--- src/mf2_pkg.sv ---
// Multiface Two shared definitions
// Addresses, port values and shadow cells

package mf2_pkg;

	//////////////////////////////
	// Cartridge memory map
	//////////////////////////////

	// 8 KB cartridge RAM
	localparam int MF2_RAM_AW = 13;

	// M1 fetch addresses that page in and hide the cartridge
	localparam logic [15:0] MF2_NMI_VEC  = 16'h0066;
	localparam logic [15:0] MF2_HIDE_VEC = 16'h0065;

	// FEE8 and FEEA share the top 14 address bits, bit 1 selects out/in
	localparam logic [13:0] MF2_CTRL_PORT = 14'h3FBA;

	// Top three address bits of the ROM and RAM windows
	localparam logic [2:0] MF2_ROM_PAGE = 3'd0;
	localparam logic [2:0] MF2_RAM_PAGE = 3'd1;

	//////////////////////////////
	// Shadowed hardware ports
	//////////////////////////////

	// High address bytes of the ports that get a shadow copy
	localparam logic [7:0] GA_PORT_HI     = 8'h7F;
	localparam logic [7:0] CRTC_SEL_HI    = 8'hBC;
	localparam logic [7:0] CRTC_VAL_HI    = 8'hBD;
	localparam logic [7:0] PPI_PORT_HI    = 8'hF7;
	localparam logic [7:0] ROMSEL_PORT_HI = 8'hDF;

	// Shadow cells inside the cartridge RAM
	localparam logic [12:0] SH_PEN_IDX   = 13'h1FCF;
	localparam logic [12:0] SH_BORDER    = 13'h1FDF;
	localparam logic [8:0]  SH_PEN_BASE  = 9'h1F9;
	localparam logic [12:0] SH_MODE      = 13'h1FEF;
	localparam logic [12:0] SH_BANK      = 13'h1FFF;
	localparam logic [12:0] SH_CRTC_SEL  = 13'h1CFF;
	localparam logic [8:0]  SH_CRTC_BASE = 9'h1DB;
	localparam logic [12:0] SH_PPI       = 13'h17FF;
	localparam logic [12:0] SH_ROMSEL    = 13'h1AAC;

	//////////////////////////////
	// Written byte views
	//////////////////////////////

	// Gate array function in data bits 7:6
	typedef enum logic [1:0] {
		GA_PEN_SEL = 2'b00,
		GA_COLOUR  = 2'b01,
		GA_MODE    = 2'b10,
		GA_BANKING = 2'b11
	} ga_func_e;

	// Same data byte seen as a gate array command or a CRTC select
	typedef union packed {
		struct packed {
			ga_func_e   func;
			logic       spare;
			logic       border;
			logic [3:0] pen;
		} ga;
		struct packed {
			logic [3:0] hi;
			logic [3:0] reg_idx;
		} crtc;
	} io_byte_u;

endpackage

--- src/mf2_io_decode.sv ---
`timescale 1ns/100ps
// Multiface Two bus decode

module mf2_io_decode (
	input  logic                           clk_sys,
	input  logic                           reset,
	input  logic [15:0]                    cpu_addr,
	input  logic [7:0]                     cpu_dout,
	input  logic                           io_wr,
	input  logic                           m1,
	input  logic                           freeze_key,
	output logic                           nmi_press,
	output logic                           fetch_nmi_vec,
	output logic                           fetch_hide_vec,
	output logic                           ctrl_wr,
	output logic                           ctrl_page_in,
	output logic                           store_wr,
	output logic [mf2_pkg::MF2_RAM_AW-1:0] store_addr,
	output logic                           in_rom_win,
	output logic                           in_ram_win
);
	import mf2_pkg::*;

	logic       io_wr_q;
	logic       m1_q;
	logic       key_q;
	logic       io_wr_rise;
	logic       m1_rise;
	logic [7:0] port_hi;
	io_byte_u   wr_byte;
	logic       store_hit;
	logic       pen_border;
	logic [3:0] pen_idx;
	logic [3:0] crtc_idx;

	//////////////////////////////
	// Strobe edges
	//////////////////////////////

	always_ff @(posedge clk_sys) begin
		if (reset) begin
			io_wr_q <= 1'b0;
			m1_q    <= 1'b0;
			key_q   <= 1'b0;
		end else begin
			io_wr_q <= io_wr;
			m1_q    <= m1;
			key_q   <= freeze_key;
		end
	end

	assign io_wr_rise = io_wr & ~io_wr_q;
	assign m1_rise    = m1 & ~m1_q;
	assign nmi_press  = freeze_key & ~key_q;

	// Opcode fetches at the two vectors
	assign fetch_nmi_vec  = m1_rise & (cpu_addr == MF2_NMI_VEC);
	assign fetch_hide_vec = m1_rise & (cpu_addr == MF2_HIDE_VEC);

	// FEE8 pages in, FEEA pages out
	assign ctrl_wr      = io_wr_rise & (cpu_addr[15:2] == MF2_CTRL_PORT);
	assign ctrl_page_in = ~cpu_addr[1];

	assign in_rom_win = cpu_addr[15:13] == MF2_ROM_PAGE;
	assign in_ram_win = cpu_addr[15:13] == MF2_RAM_PAGE;

	//////////////////////////////
	// Shadow cell selection
	//////////////////////////////

	assign port_hi = cpu_addr[15:8];
	assign wr_byte = cpu_dout;

	always_comb begin
		store_hit  = 1'b1;
		store_addr = '0;
		case (port_hi)
			GA_PORT_HI: begin
				case (wr_byte.ga.func)
					GA_PEN_SEL: store_addr = SH_PEN_IDX;
					// Border or one of the 16 pen cells
					GA_COLOUR:  store_addr = pen_border ? SH_BORDER : {SH_PEN_BASE, pen_idx};
					GA_MODE:    store_addr = SH_MODE;
					default:    store_addr = SH_BANK;
				endcase
			end
			CRTC_SEL_HI:    store_addr = SH_CRTC_SEL;
			CRTC_VAL_HI:    store_addr = {SH_CRTC_BASE, crtc_idx};
			PPI_PORT_HI:    store_addr = SH_PPI;
			ROMSEL_PORT_HI: store_addr = SH_ROMSEL;
			default:        store_hit  = 1'b0;
		endcase
	end

	assign store_wr = io_wr_rise & store_hit;

	// Last pen and CRTC register selected, needed by the following writes
	always_ff @(posedge clk_sys) begin
		if (reset) begin
			pen_border <= 1'b0;
			pen_idx    <= '0;
			crtc_idx   <= '0;
		end else if (store_wr) begin
			if (port_hi == GA_PORT_HI && wr_byte.ga.func == GA_PEN_SEL) begin
				pen_border <= wr_byte.ga.border;
				pen_idx    <= wr_byte.ga.pen;
			end
			if (port_hi == CRTC_SEL_HI) begin
				crtc_idx <= wr_byte.crtc.reg_idx;
			end
		end
	end

endmodule

--- config.mk ---
export PLATFORM = sky130hd
export DESIGN_NAME = mf2_io_decode
export DESIGN_NICKNAME = d
export VERILOG_FILES = /design/src/mf2_pkg.sv /design/src/mf2_io_decode.sv
export SDC_FILE = /design/constraint.sdc
export NUM_CORES = 1
export LEC_CHECK = 0
export BUFFER_PORTS_ARGS = -buffer_cell sky130_fd_sc_hd__buf_2
export CORE_UTILIZATION = 44
export DETAILED_ROUTE_END_ITERATION = 6
export HOLD_SLACK_MARGIN = 0.06
export PLACE_DENSITY = 0.75
export REMOVE_ABC_BUFFERS = 1
export SLEW_MARGIN = 20
export SYNTH_ARGS = -nofsm -noshare
export SYNTH_HDL_FRONTEND = slang
export SYNTH_SLANG_ARGS = --single-unit
--- constraint.sdc ---
create_clock -name clk_sys -period 4.9 [get_ports clk_sys]
set_input_delay 0.98 -clock clk_sys [delete_from_list [all_inputs] [get_ports clk_sys]]
set_output_delay 0.98 -clock clk_sys [all_outputs]
set_load 0.02 [all_outputs]
==> flow_metrics.env <==
export IMPL_p_leak_nw=0.5672
export IMPL_seq_area_frac_synth_pct=24.49
export IMPL_status="finished, final reports clean"
export IMPL_fillers=176
export IMPL_die_area_sq_um=2422
export IMPL_drive_above_1_share_pct=35.03
export IMPL_drt_total_wl_um=2396
export IMPL_drt_initial_drc_count=17
export IMPL_r2r_setup_slack_ns=3.68
export IMPL_yosys_warnings=0
export IMPL_root_buffer="clkbuf_4"
export IMPL_report_final_slew_viol_count=0
export IMPL_row_count=16
export IMPL_min_from="pen_border"
export IMPL_hold_end="pen_border"
export IMPL_layout_common_cells="buf_2, nand2b_1, dfxtp_1, mux2i_1"
export IMPL_firstDrtPassIters=4
export IMPL_fin_area_sq_um=1236
export IMPL_cts_setup_buffers=0
export IMPL_wl_per_cell_um=13.02
export IMPL_port_buffers=48
export IMPL_maxCapViolations=0
export IMPL_clk_pin_slew_ns=0.07
export IMPL_gr_usage_all_layers_pct=21.03
export IMPL_start_kind="input port"
export IMPL_place_hpwl_um=1889
export IMPL_cts_tree="built"
export IMPL_cts_buffers=3
export IMPL_placed_area_sq_um=1200
export IMPL_cp_max_fo=10
export IMPL_peakVddDrop_mv=0.2468
export IMPL_coreArea_sq_um=2022
export IMPL_arrival_ns=2.24
export IMPL_die_w_um=49.22
export IMPL_setup_tns_ns=0
export IMPL_ctsResizeCount=0
export IMPL_r2r_start="io_wr_q"
export IMPL_h_tree_depth=1
export IMPL_fin_cells=184
export IMPL_grt_max_degree=18
export IMPL_grt_pass1_vias=906
export IMPL_fin_crit_sh_pct=65.69
export IMPL_ys_seq_elements=12
export IMPL_maxSlewHeadroom_pct=67.36
export IMPL_critPathKind="input port to output port"
export IMPL_clkSinkCount=12
export IMPL_antenna_cells=0
export IMPL_start_util_pct=48.51
export IMPL_critPathLaunch="cpu_addr[9]"
export IMPL_syn_instance_count=114
export IMPL_clk_latency_ns=0.26
export IMPL_rsz0062_at_grt="no"
export IMPL_worst_pin_slew_ns=0.4859
export IMPL_clockBufferDepth=2
export IMPL_worstReg2RegEnd="pen_idx[1]"
export IMPL_drc=0
export IMPL_hp_class="register to register"
export IMPL_ff2ff_path_depth=3
export IMPL_holdPathStages=2
export IMPL_hold_viol_final=0
export IMPL_setup_viol=0
export IMPL_skew_ns=0.0007048
export IMPL_final_common_cell="buf_2"
export IMPL_vias_per_cell=5.571
export IMPL_grt_pass1_wl_um=4112
export IMPL_num_vias=1025
export IMPL_multi_input_area_sq_um=666.9
export IMPL_preCtsSetupSlack_ns=1.681
export IMPL_antenna_found_initial=0
export IMPL_nets=187
export IMPL_avgSynthCellArea_sq_um=8.605
export IMPL_pin_count=50
export IMPL_gp_congestion=0.8348
export IMPL_yosysUniqueCellTypes=41
export IMPL_power_density_nw_per_um2=181.1
export IMPL_ant_nets=0
export IMPL_die_h_um=49.22
export IMPL_dp_cells=180
export IMPL_endpoint_kind="output port"
export IMPL_grt_overflow_total=0
export IMPL_period_minus_slack_ns=3.219
export IMPL_synth_area_sq_um=980.9
export IMPL_regArea_sq_um=240.2
export IMPL_fmax_mhz=310.7
export IMPL_syn_to_final_growth_pct=26.02
export IMPL_hold_buffers=0
export IMPL_worst_ep_required_time_ns=3.92
export IMPL_fin_ws_ns=1.681
-- cells in the mapped netlist (all sizes together) --
| master | count | area [sq um] |
|---|---|---|
| clkbuf | 1 | 3.750 |
| nand3 | 5 | 25.02 |
| nor2 | 4 | 15.01 |
| a21o | 1 | 7.510 |
| nor3 | 3 | 15.01 |
| and3b | 2 | 17.52 |
| o21bai | 1 | 7.510 |
| dfxtp | 12 | 240.2 |
| a221o | 2 | 20.02 |
| nor4bb | 1 | 10.01 |
| inv | 5 | 18.77 |
| o22a | 1 | 8.760 |
| mux2i | 9 | 90.09 |
| o211ai | 4 | 30.03 |
| nor3b | 3 | 22.52 |
| and4 | 3 | 26.28 |
| nor4b | 4 | 41.29 |
| and4b | 2 | 20.02 |
| o32ai | 1 | 8.760 |
| nand4b | 1 | 8.760 |
| and3 | 1 | 6.260 |
| nand3b | 1 | 7.510 |
| nand2b | 14 | 87.58 |
| o21ai | 3 | 15.01 |
| a211o | 1 | 8.760 |
| xnor2 | 2 | 17.52 |
| o41ai | 1 | 8.760 |
| o221ai | 2 | 17.52 |
| nor2b | 3 | 18.77 |
| or2 | 2 | 12.51 |
| nor4 | 1 | 6.260 |
| or4b | 1 | 13.76 |
| or3b | 1 | 8.760 |
| nand4 | 5 | 31.28 |
| buf | 8 | 51.29 |
| o31ai | 1 | 7.510 |
| a21oi | 1 | 16.27 |
| a2bb2oi | 1 | 8.760 |
-- state kept, by name, summed over array words and instances, names as in the netlist --
name	count
crtc_idx	4
io_wr_q	1
key_q	1
m1_q	1
pen_border	1
pen_idx	4
-- through the flow --
step / utilization [%] / hold slack, ns / power, mW
after global routing: 61.14 / 0.5043 / 0.2365
after floorplan: - / 0.4436 / 0.1233
final: 61.14 / 0.4790 / 0.2239
after CTS: 61.14 / 0.4837 / 0.2264
after global placement: 59.34 / 0.4547 / 0.1479
after detailed placement: 59.34 / 0.4711 / 0.1491
-- power breakdown --
part / internal (mW) / total [mW] / switching, mW
Clock: 0.0451 / 0.0768 / 0.0317
Combinational: 0.0207 / 0.0477 / 0.0269
Sequential: 0.0988 / 0.0994 / 0.000633
-- metal layers --
layer	up-vias	share of wire (%)	track usage [%]	routed length (um)
li1	522	-	-	-
met1	472	47	29.00	1121
met2	31	49	33.33	1167
met3	0	4.5	3.427	107
met4	0	0	5.882	0
met5	-	0	0	0
-- final cells by class --
type                            instances  share of cell area (%)
Clock buffer                            4                   2.935
Tap cell                               27                   2.733
Inverter                                5                   1.518
Multi-Input combinational cell         88                   53.95
Timing Repair Buffer                   48                   19.43
Sequential cell                        12                   19.43
-- critical path, stage by stage --
cell	delay [ns]
buf_2	0.16
or4b_4	0.56
a21oi_4	0.23
o21bai_1	0.13
buf_2	0.18
-- worst max-delay path by stage --
stage | to | slack [ns] | cells after the start
6_report | store_addr[10] | 1.68 | 5
3_5_place_dp | store_addr[10] | 1.68 | 5
2_1_floorplan | store_addr[12] | 1.58 | 3
3_3_place_gp | store_addr[10] | 1.69 | 5
5_1_grt | store_wr | 1.54 | 5
4_1_cts | store_addr[10] | 1.68 | 5
-- logic make-up after synthesis --
family / synth area share [%]
DFF: 24.49
xor gates and xnor gates: 1.786
buffers and inverters: 7.524
AOI/OAI and AO/OA: 16.84
and+or+nand+nor: 40.18
muxes: 9.184
Power figures use the tool's default switching activity.
