[config.mk]
export PLATFORM = sky130hd
export DESIGN_NAME = mf2_control
export DESIGN_NICKNAME = d
export VERILOG_FILES = /design/src/mf2_pkg.sv /design/src/mf2_control.sv
export SDC_FILE = /design/constraint.sdc
export NUM_CORES = 1
export LEC_CHECK = 0
export ABC_AREA = 1
export CAP_MARGIN = 25
export CORE_ASPECT_RATIO = 0.9
export CORE_UTILIZATION = 51
export CTS_CLUSTER_DIAMETER = 50
export DETAILED_ROUTE_END_ITERATION = 10
export DONT_BUFFER_PORTS = 1
export HOLD_SLACK_MARGIN = 0.03
export PLACE_DENSITY = 0.69
export SYNTH_ARGS = -nofsm -noshare
export SYNTH_HDL_FRONTEND = slang
export SYNTH_SLANG_ARGS = --single-unit
[constraint.sdc]
create_clock -name clk_sys -period 0.8 [get_ports clk_sys]
set_input_delay 0 -clock clk_sys [delete_from_list [all_inputs] [get_ports clk_sys]]
set_output_delay 0 -clock clk_sys [all_outputs]
set_load 0.05 [all_outputs]
[src/mf2_pkg.sv]
// Multiface Two shared definitions
// Addresses, port values and shadow cells

package mf2_pkg;

	//////////////////////////////
	// Cartridge memory map
	//////////////////////////////

	// 8 KB cartridge RAM
	localparam int MF2_RAM_AW = 13;

	// M1 fetch addresses that page in and hide the cartridge
	localparam logic [15:0] MF2_NMI_VEC  = 16'h0066;
	localparam logic [15:0] MF2_HIDE_VEC = 16'h0065;

	// FEE8 and FEEA share the top 14 address bits, bit 1 selects out/in
	localparam logic [13:0] MF2_CTRL_PORT = 14'h3FBA;

	// Top three address bits of the ROM and RAM windows
	localparam logic [2:0] MF2_ROM_PAGE = 3'd0;
	localparam logic [2:0] MF2_RAM_PAGE = 3'd1;

	//////////////////////////////
	// Shadowed hardware ports
	//////////////////////////////

	// High address bytes of the ports that get a shadow copy
	localparam logic [7:0] GA_PORT_HI     = 8'h7F;
	localparam logic [7:0] CRTC_SEL_HI    = 8'hBC;
	localparam logic [7:0] CRTC_VAL_HI    = 8'hBD;
	localparam logic [7:0] PPI_PORT_HI    = 8'hF7;
	localparam logic [7:0] ROMSEL_PORT_HI = 8'hDF;

	// Shadow cells inside the cartridge RAM
	localparam logic [12:0] SH_PEN_IDX   = 13'h1FCF;
	localparam logic [12:0] SH_BORDER    = 13'h1FDF;
	localparam logic [8:0]  SH_PEN_BASE  = 9'h1F9;
	localparam logic [12:0] SH_MODE      = 13'h1FEF;
	localparam logic [12:0] SH_BANK      = 13'h1FFF;
	localparam logic [12:0] SH_CRTC_SEL  = 13'h1CFF;
	localparam logic [8:0]  SH_CRTC_BASE = 9'h1DB;
	localparam logic [12:0] SH_PPI       = 13'h17FF;
	localparam logic [12:0] SH_ROMSEL    = 13'h1AAC;

	//////////////////////////////
	// Written byte views
	//////////////////////////////

	// Gate array function in data bits 7:6
	typedef enum logic [1:0] {
		GA_PEN_SEL = 2'b00,
		GA_COLOUR  = 2'b01,
		GA_MODE    = 2'b10,
		GA_BANKING = 2'b11
	} ga_func_e;

	// Same data byte seen as a gate array command or a CRTC select
	typedef union packed {
		struct packed {
			ga_func_e   func;
			logic       spare;
			logic       border;
			logic [3:0] pen;
		} ga;
		struct packed {
			logic [3:0] hi;
			logic [3:0] reg_idx;
		} crtc;
	} io_byte_u;

endpackage

[src/mf2_control.sv]
`timescale 1ns/100ps
// Multiface Two paging and RAM port control

module mf2_control (
	input  logic                           clk_sys,
	input  logic                           reset,
	input  logic                           nmi_press,
	input  logic                           fetch_nmi_vec,
	input  logic                           fetch_hide_vec,
	input  logic                           ctrl_wr,
	input  logic                           ctrl_page_in,
	input  logic                           store_wr,
	input  logic [mf2_pkg::MF2_RAM_AW-1:0] store_addr,
	input  logic                           in_rom_win,
	input  logic                           in_ram_win,
	input  logic [7:0]                     cpu_dout,
	input  logic [mf2_pkg::MF2_RAM_AW-1:0] mem_addr,
	input  logic                           mem_rd,
	input  logic                           mem_wr,
	input  logic                           cfg_disable,
	input  logic                           cfg_hide,
	output logic                           mf2_nmi,
	output logic                           mf2_active,
	output logic                           rom_sel,
	output logic                           ram_sel,
	output logic                           ram_rd_sel,
	output logic [mf2_pkg::MF2_RAM_AW-1:0] ram_addr,
	output logic [7:0]                     ram_wdata,
	output logic                           ram_we
);
	import mf2_pkg::*;

	logic                  hidden;
	logic                  port_we;
	logic [MF2_RAM_AW-1:0] port_addr;

	//////////////////////////////
	// NMI and paging state
	//////////////////////////////

	always_ff @(posedge clk_sys) begin
		if (reset) begin
			mf2_nmi    <= 1'b0;
			mf2_active <= 1'b0;
			hidden     <= cfg_disable | cfg_hide;
		end else begin
			// Freeze button only counts while paged out
			if (nmi_press && !mf2_active && !cfg_disable) begin
				mf2_nmi <= 1'b1;
			end
			// NMI handler entry
			if (fetch_nmi_vec && mf2_nmi) begin
				mf2_active <= 1'b1;
				hidden     <= 1'b0;
				mf2_nmi    <= 1'b0;
			end
			if (fetch_hide_vec && mf2_active) begin
				hidden <= 1'b1;
			end
			if (ctrl_wr) begin
				mf2_active <= ctrl_page_in & ~hidden & ~cfg_disable;
			end
		end
	end

	// Windows only exist while paged in
	assign rom_sel    = mf2_active & in_rom_win;
	assign ram_sel    = mf2_active & in_ram_win;
	assign ram_rd_sel = mem_rd & ram_sel;

	//////////////////////////////
	// RAM port arbitration
	//////////////////////////////

	always_comb begin
		port_we   = 1'b0;
		port_addr = mem_addr;
		if (ctrl_wr) begin
			// Control port cycle, no RAM access
			port_we = 1'b0;
		end else if (store_wr) begin
			port_we   = 1'b1;
			port_addr = store_addr;
		end else if (mem_wr && ram_sel) begin
			port_we = 1'b1;
		end
	end

	always_ff @(posedge clk_sys) begin
		if (reset) begin
			ram_we <= 1'b0;
		end else begin
			ram_we <= port_we;
		end
	end

	always_ff @(posedge clk_sys) begin
		ram_addr  <= port_addr;
		ram_wdata <= cpu_dout;
	end

endmodule

==> impl_metrics.tcl, run 1 <==
set metrics [dict create \
    status "stopped before the end" \
    lastStage "4_1_cts" \
    stop_error "[ERROR DPL-0038] Utilization greater than 100%, impossible to legalize" \
    post_cts_resized 57 \
    yosysUniqueCellTypes 14 \
    ctsHtreeMaxLevel 1 \
    postCtsHoldBufs 45 \
    ys_seq_area_share_pct 62.2 \
    die_h_um 40.1 \
    synth_area_leaders "dfxtp_1 (59%), nand2_1 (16%), nand3_1 (10%)" \
    syn-num-nets 144 \
    yosys_warnings 0 \
    port_buffers 0 \
    chipWidth_um 44.3 \
    start_util_pct 55.5 \
    post_cts_buffers 1 \
    place_area_mm2 0.00107 \
    cts-root-buf "clkbuf_4" \
    hpwl_um 1370 \
    placed_cells 141 \
    pin_count 75 \
    cts_buffers 3 \
    synth_top_area_share_pct 58.5 \
    syn_area_um2 821 \
    dpl_worst_slack_ps 26.7 \
    syn_avg_cell_area_um2 8.55 \
    synth_cells 96 \
    clock_sinks 25 \
    row_count 13 \
    synth.largest_area_cell "dfxtp_1" \
    clk_path_buf_depth 2 \
    gp_congestion 0.634 \
    ys_seq_elements 25 \
]
[per-stage QoR]
| stage | setup TNS (ps) | utilization (%) |
|---|---|---|
| after detailed placement | 0 | 72.1 |
| after global placement | 0 | 72.1 |
| after floorplan | -135 | - |
[cells by family after synthesis]
family / after synthesis / share of synthesized area [%]
flip-flops: 25 / 62.2
AND/OR/NAND/NOR: 55 / 28.4
AO/OA/AOI/OAI: 4 / 2.44
buffers and inverters: 12 / 7.01
[cells in the mapped netlist]
cell type	instances
inv_2	1
buf_4	1
nand2_1	34
nor2_1	2
buf_6	1
inv_1	8
dfxtp_1	24
nand4_1	1
o21ai_0	2
buf_2	1
a21oi_1	2
nand3_1	17
nand2_2	1
edfxtp_1	1
==> run 2, diff against run 1 <==
--- a/config.mk
+++ b/config.mk
@@ -7,13 +7,11 @@
 export LEC_CHECK = 0
 export ABC_AREA = 1
 export CAP_MARGIN = 25
-export CORE_ASPECT_RATIO = 0.9
-export CORE_UTILIZATION = 51
-export CTS_CLUSTER_DIAMETER = 50
+export CORE_AREA = 2 2 63 65
 export DETAILED_ROUTE_END_ITERATION = 10
+export DIE_AREA = 0 0 65 67
 export DONT_BUFFER_PORTS = 1
-export HOLD_SLACK_MARGIN = 0.03
-export PLACE_DENSITY = 0.69
+export PLACE_DENSITY_LB_ADDON = 0.15
 export SYNTH_ARGS = -nofsm -noshare
 export SYNTH_HDL_FRONTEND = slang
 export SYNTH_SLANG_ARGS = --single-unit
==> constraint.sdc (replaced) <==
create_clock -name clk_sys -period 1.04 [get_ports clk_sys]
set_input_delay 0 -clock clk_sys [delete_from_list [all_inputs] [get_ports clk_sys]]
set_output_delay 0 -clock clk_sys [all_outputs]
set_load 0.05 [all_outputs]
==> impl_metrics.tcl, run 2 <==
set metrics [dict create \
    gp_congestion 0.718 \
    ctsHtreeMaxLevel 1 \
    die_area_mm2 0.00436 \
    largestRegisters "ram_addr (13), ram_wdata (8)" \
    cap_violations 0 \
    tns_ps 0 \
    drc_errors 0 \
    yosys_warnings 0 \
    period_needed_ps 1030 \
    syn-num-nets 144 \
    place_area_um2 930 \
    critPathLaunch "mem_addr[11]" \
    ys_seq_area_share_pct 62.2 \
    p_sw_mw 0.655 \
    syn_avg_cell_area_um2 8.55 \
    die_h_um 67 \
    synth_area_leaders "dfxtp_1 (59%), nand2_1 (16%), nand3_1 (10%)" \
    yosysUniqueCellTypes 14 \
    powerDensity_mw_per_mm2 1450 \
    finalNonFillerCells 198 \
    pin_count 75 \
    worst_slack_ps 8.17 \
    power_frac_seq_pct 59.9 \
    ys.flop_type "dfxtp_1" \
    hpwl_um 1640 \
    tightest_slew_ps 515 \
    fmax_mhz 969 \
    port_buffers 0 \
    regMostFlops "ram_addr" \
    cts-root-buf "clkbuf_8" \
    vdd_drop_max_uv 495 \
    hold_class "primary input to flip-flop" \
    layout_common_cells "dlygate4sd3_1 (47), nand2_1 (33), dfxtp_1 (22)" \
    dpl_worst_slack_ps 249 \
    finalPower_mw 2.13 \
    wire_per_inst_um 13.5 \
    grtUsageTotal_pct 11.7 \
    hold_viol 0 \
    dr.first_iter.drc_count 17 \
    critPathKind "primary input to flip-flop" \
    synth_cells 96 \
    vias_per_cell 4.13 \
    start_kind "primary input" \
    synth_top_area_share_pct 58.5 \
    finalSetupViolCount 0 \
    final_common_cell "dlygate4sd3_1" \
    synth.largest_area_cell "dfxtp_1" \
    row_count 22 \
    cts_tree "yes" \
    relSlewSlack_pct 65.6 \
    critical_path_arrival_ps 1190 \
    status "finished clean" \
    fin_crit_sh_pct 99.2 \
    post_cts_buffers 0 \
    drtAntennaViolNets 0 \
    swShare_pct 30.8 \
    p_int_mw 1.47 \
    num-fill-cells 365 \
    synthArstFlopShare_pct 0 \
    stdcell_area_mm2 0.00146 \
    cts_buffers 3 \
    overflow 0 \
    ys_seq_elements 25 \
    maxSlewViolCount 0 \
    syn_area_um2 821 \
    timing.rr.end "hidden" \
    clkLatencyLatePin_ps 260 \
    clock_sinks 25 \
    synth_edf_count 1 \
    syn_to_final_growth_pct 78.4 \
    grt_max_degree 15 \
    vias 818 \
    required_ps 1200 \
    yosys-top-cells-count "nand2_1 (34), dfxtp_1 (24), nand3_1 (17), inv_1 (8)" \
    n_antenna_cell 0 \
    detail_route.first_pass.iterations 3 \
    crit_fanout 1 \
    reg2regPathDepth 2 \
    start_util_pct 22.8 \
    r2r_start "mf2_active" \
    grt_pass1_wl_um 3740 \
    yosysMostFrequentCell "nand2_1" \
    clock_power_share_pct 26.0 \
    clock_skew_ps 0.145 \
    worstSetupEndpoint "ram_addr[11]" \
    crit_path_end_kind "flip-flop" \
    layout-drive-gt1-share_pct 10.0 \
    multi_input_area_um2 263 \
    largest_reg_flops 13 \
    chipWidth_um 65 \
    comb_power_share_pct 14.1 \
    fin_nets 199 \
    wirelength_um 2670 \
    regArea_um2 515 \
    clk_path_buf_depth 2 \
    p_leak_nw 0.682 \
    cts.clk_slew.worst_paths_ps 90 \
    reg2reg_setup_slack_ps 250 \
    antenna_found_initial 0 \
    placed_cells 146 \
    core_mm2 0.00361 \
    grt_pass1_vias 804 \
]
-- run 2: cell counts after synthesis --
Identical to the previous run, type by type.
-- run 2: logic make-up (layout without fill, tap and decap cells) --
kind of cell / Yosys count / in the layout / synth area share [%]
buf+inv: 12 / 66 / 7.01
simple gates: 55 / 55 / 28.4
compound gates: 4 / 4 / 2.44
flops: 25 / 25 / 62.2
-- run 2: critical path, stage by stage --
cell	delay [ps]
dlygate4sd3_1	540
nand2_1	70
nand2_1	50
dlygate4sd3_1	540
-- run 2: repair_timing --
item / CTS / global route
setup endpoints to repair: 1 / 9
hold endpoints to repair: 26 / 7
resized for setup: 2 / 1
hold buffers: 46 / 9
pin swaps: 1 / 2
-- run 2: layer usage --
layer	up-vias	GRT usage (%)	share of wire [%]
li1	410	-	-
met1	363	12.8	39
met2	41	22.6	54
met3	4	1.01	5.5
met4	0	5.59	1.6
met5	-	0	0
-- run 2: per-stage QoR --
stage / hold WS, ps / utilization [%]
global route: 100 / 40.6
finish: 76.7 / 40.6
detailed placement: 27.8 / 25.8
global placement: 27.8 / 25.8
CTS: 74.8 / 40.0
floorplan: 27.7 / -
-- run 2: power groups by stage --
stage | registers [mW] | logic, mW | clock network [mW]
floorplan | 1.31 | 0.0950 | 0
global placement | 1.30 | 0.135 | 0
detailed placement | 1.30 | 0.139 | 0
CTS | 1.28 | 0.296 | 0.593
global route | 1.28 | 0.335 | 0.631
finish | 1.27 | 0.301 | 0.553
-- run 2: cell type report --
cell class	instances	share of cell area, %
clock inverter	1	0.342
multi-input combinational	59	17.9
clock buffer	3	2.82
timing repair buffer	53	37.3
sequential	25	35.2
tap	48	4.10
inverter	9	2.31
-- run 2: worst min-delay path by stage --
stage | start | endpoint | slack, ps | depth (start not counted)
finish | store_wr | ram_addr[8] | 80 | 3
global route | store_wr | ram_addr[8] | 100 | 3
CTS | store_wr | ram_addr[8] | 70 | 3
detailed placement | cpu_dout[2] | ram_wdata[2] | 30 | 0
global placement | cpu_dout[7] | ram_wdata[7] | 30 | 0
floorplan | cpu_dout[0] | ram_wdata[0] | 30 | 0
No activity file was read; power rests on OpenSTA's default activity.
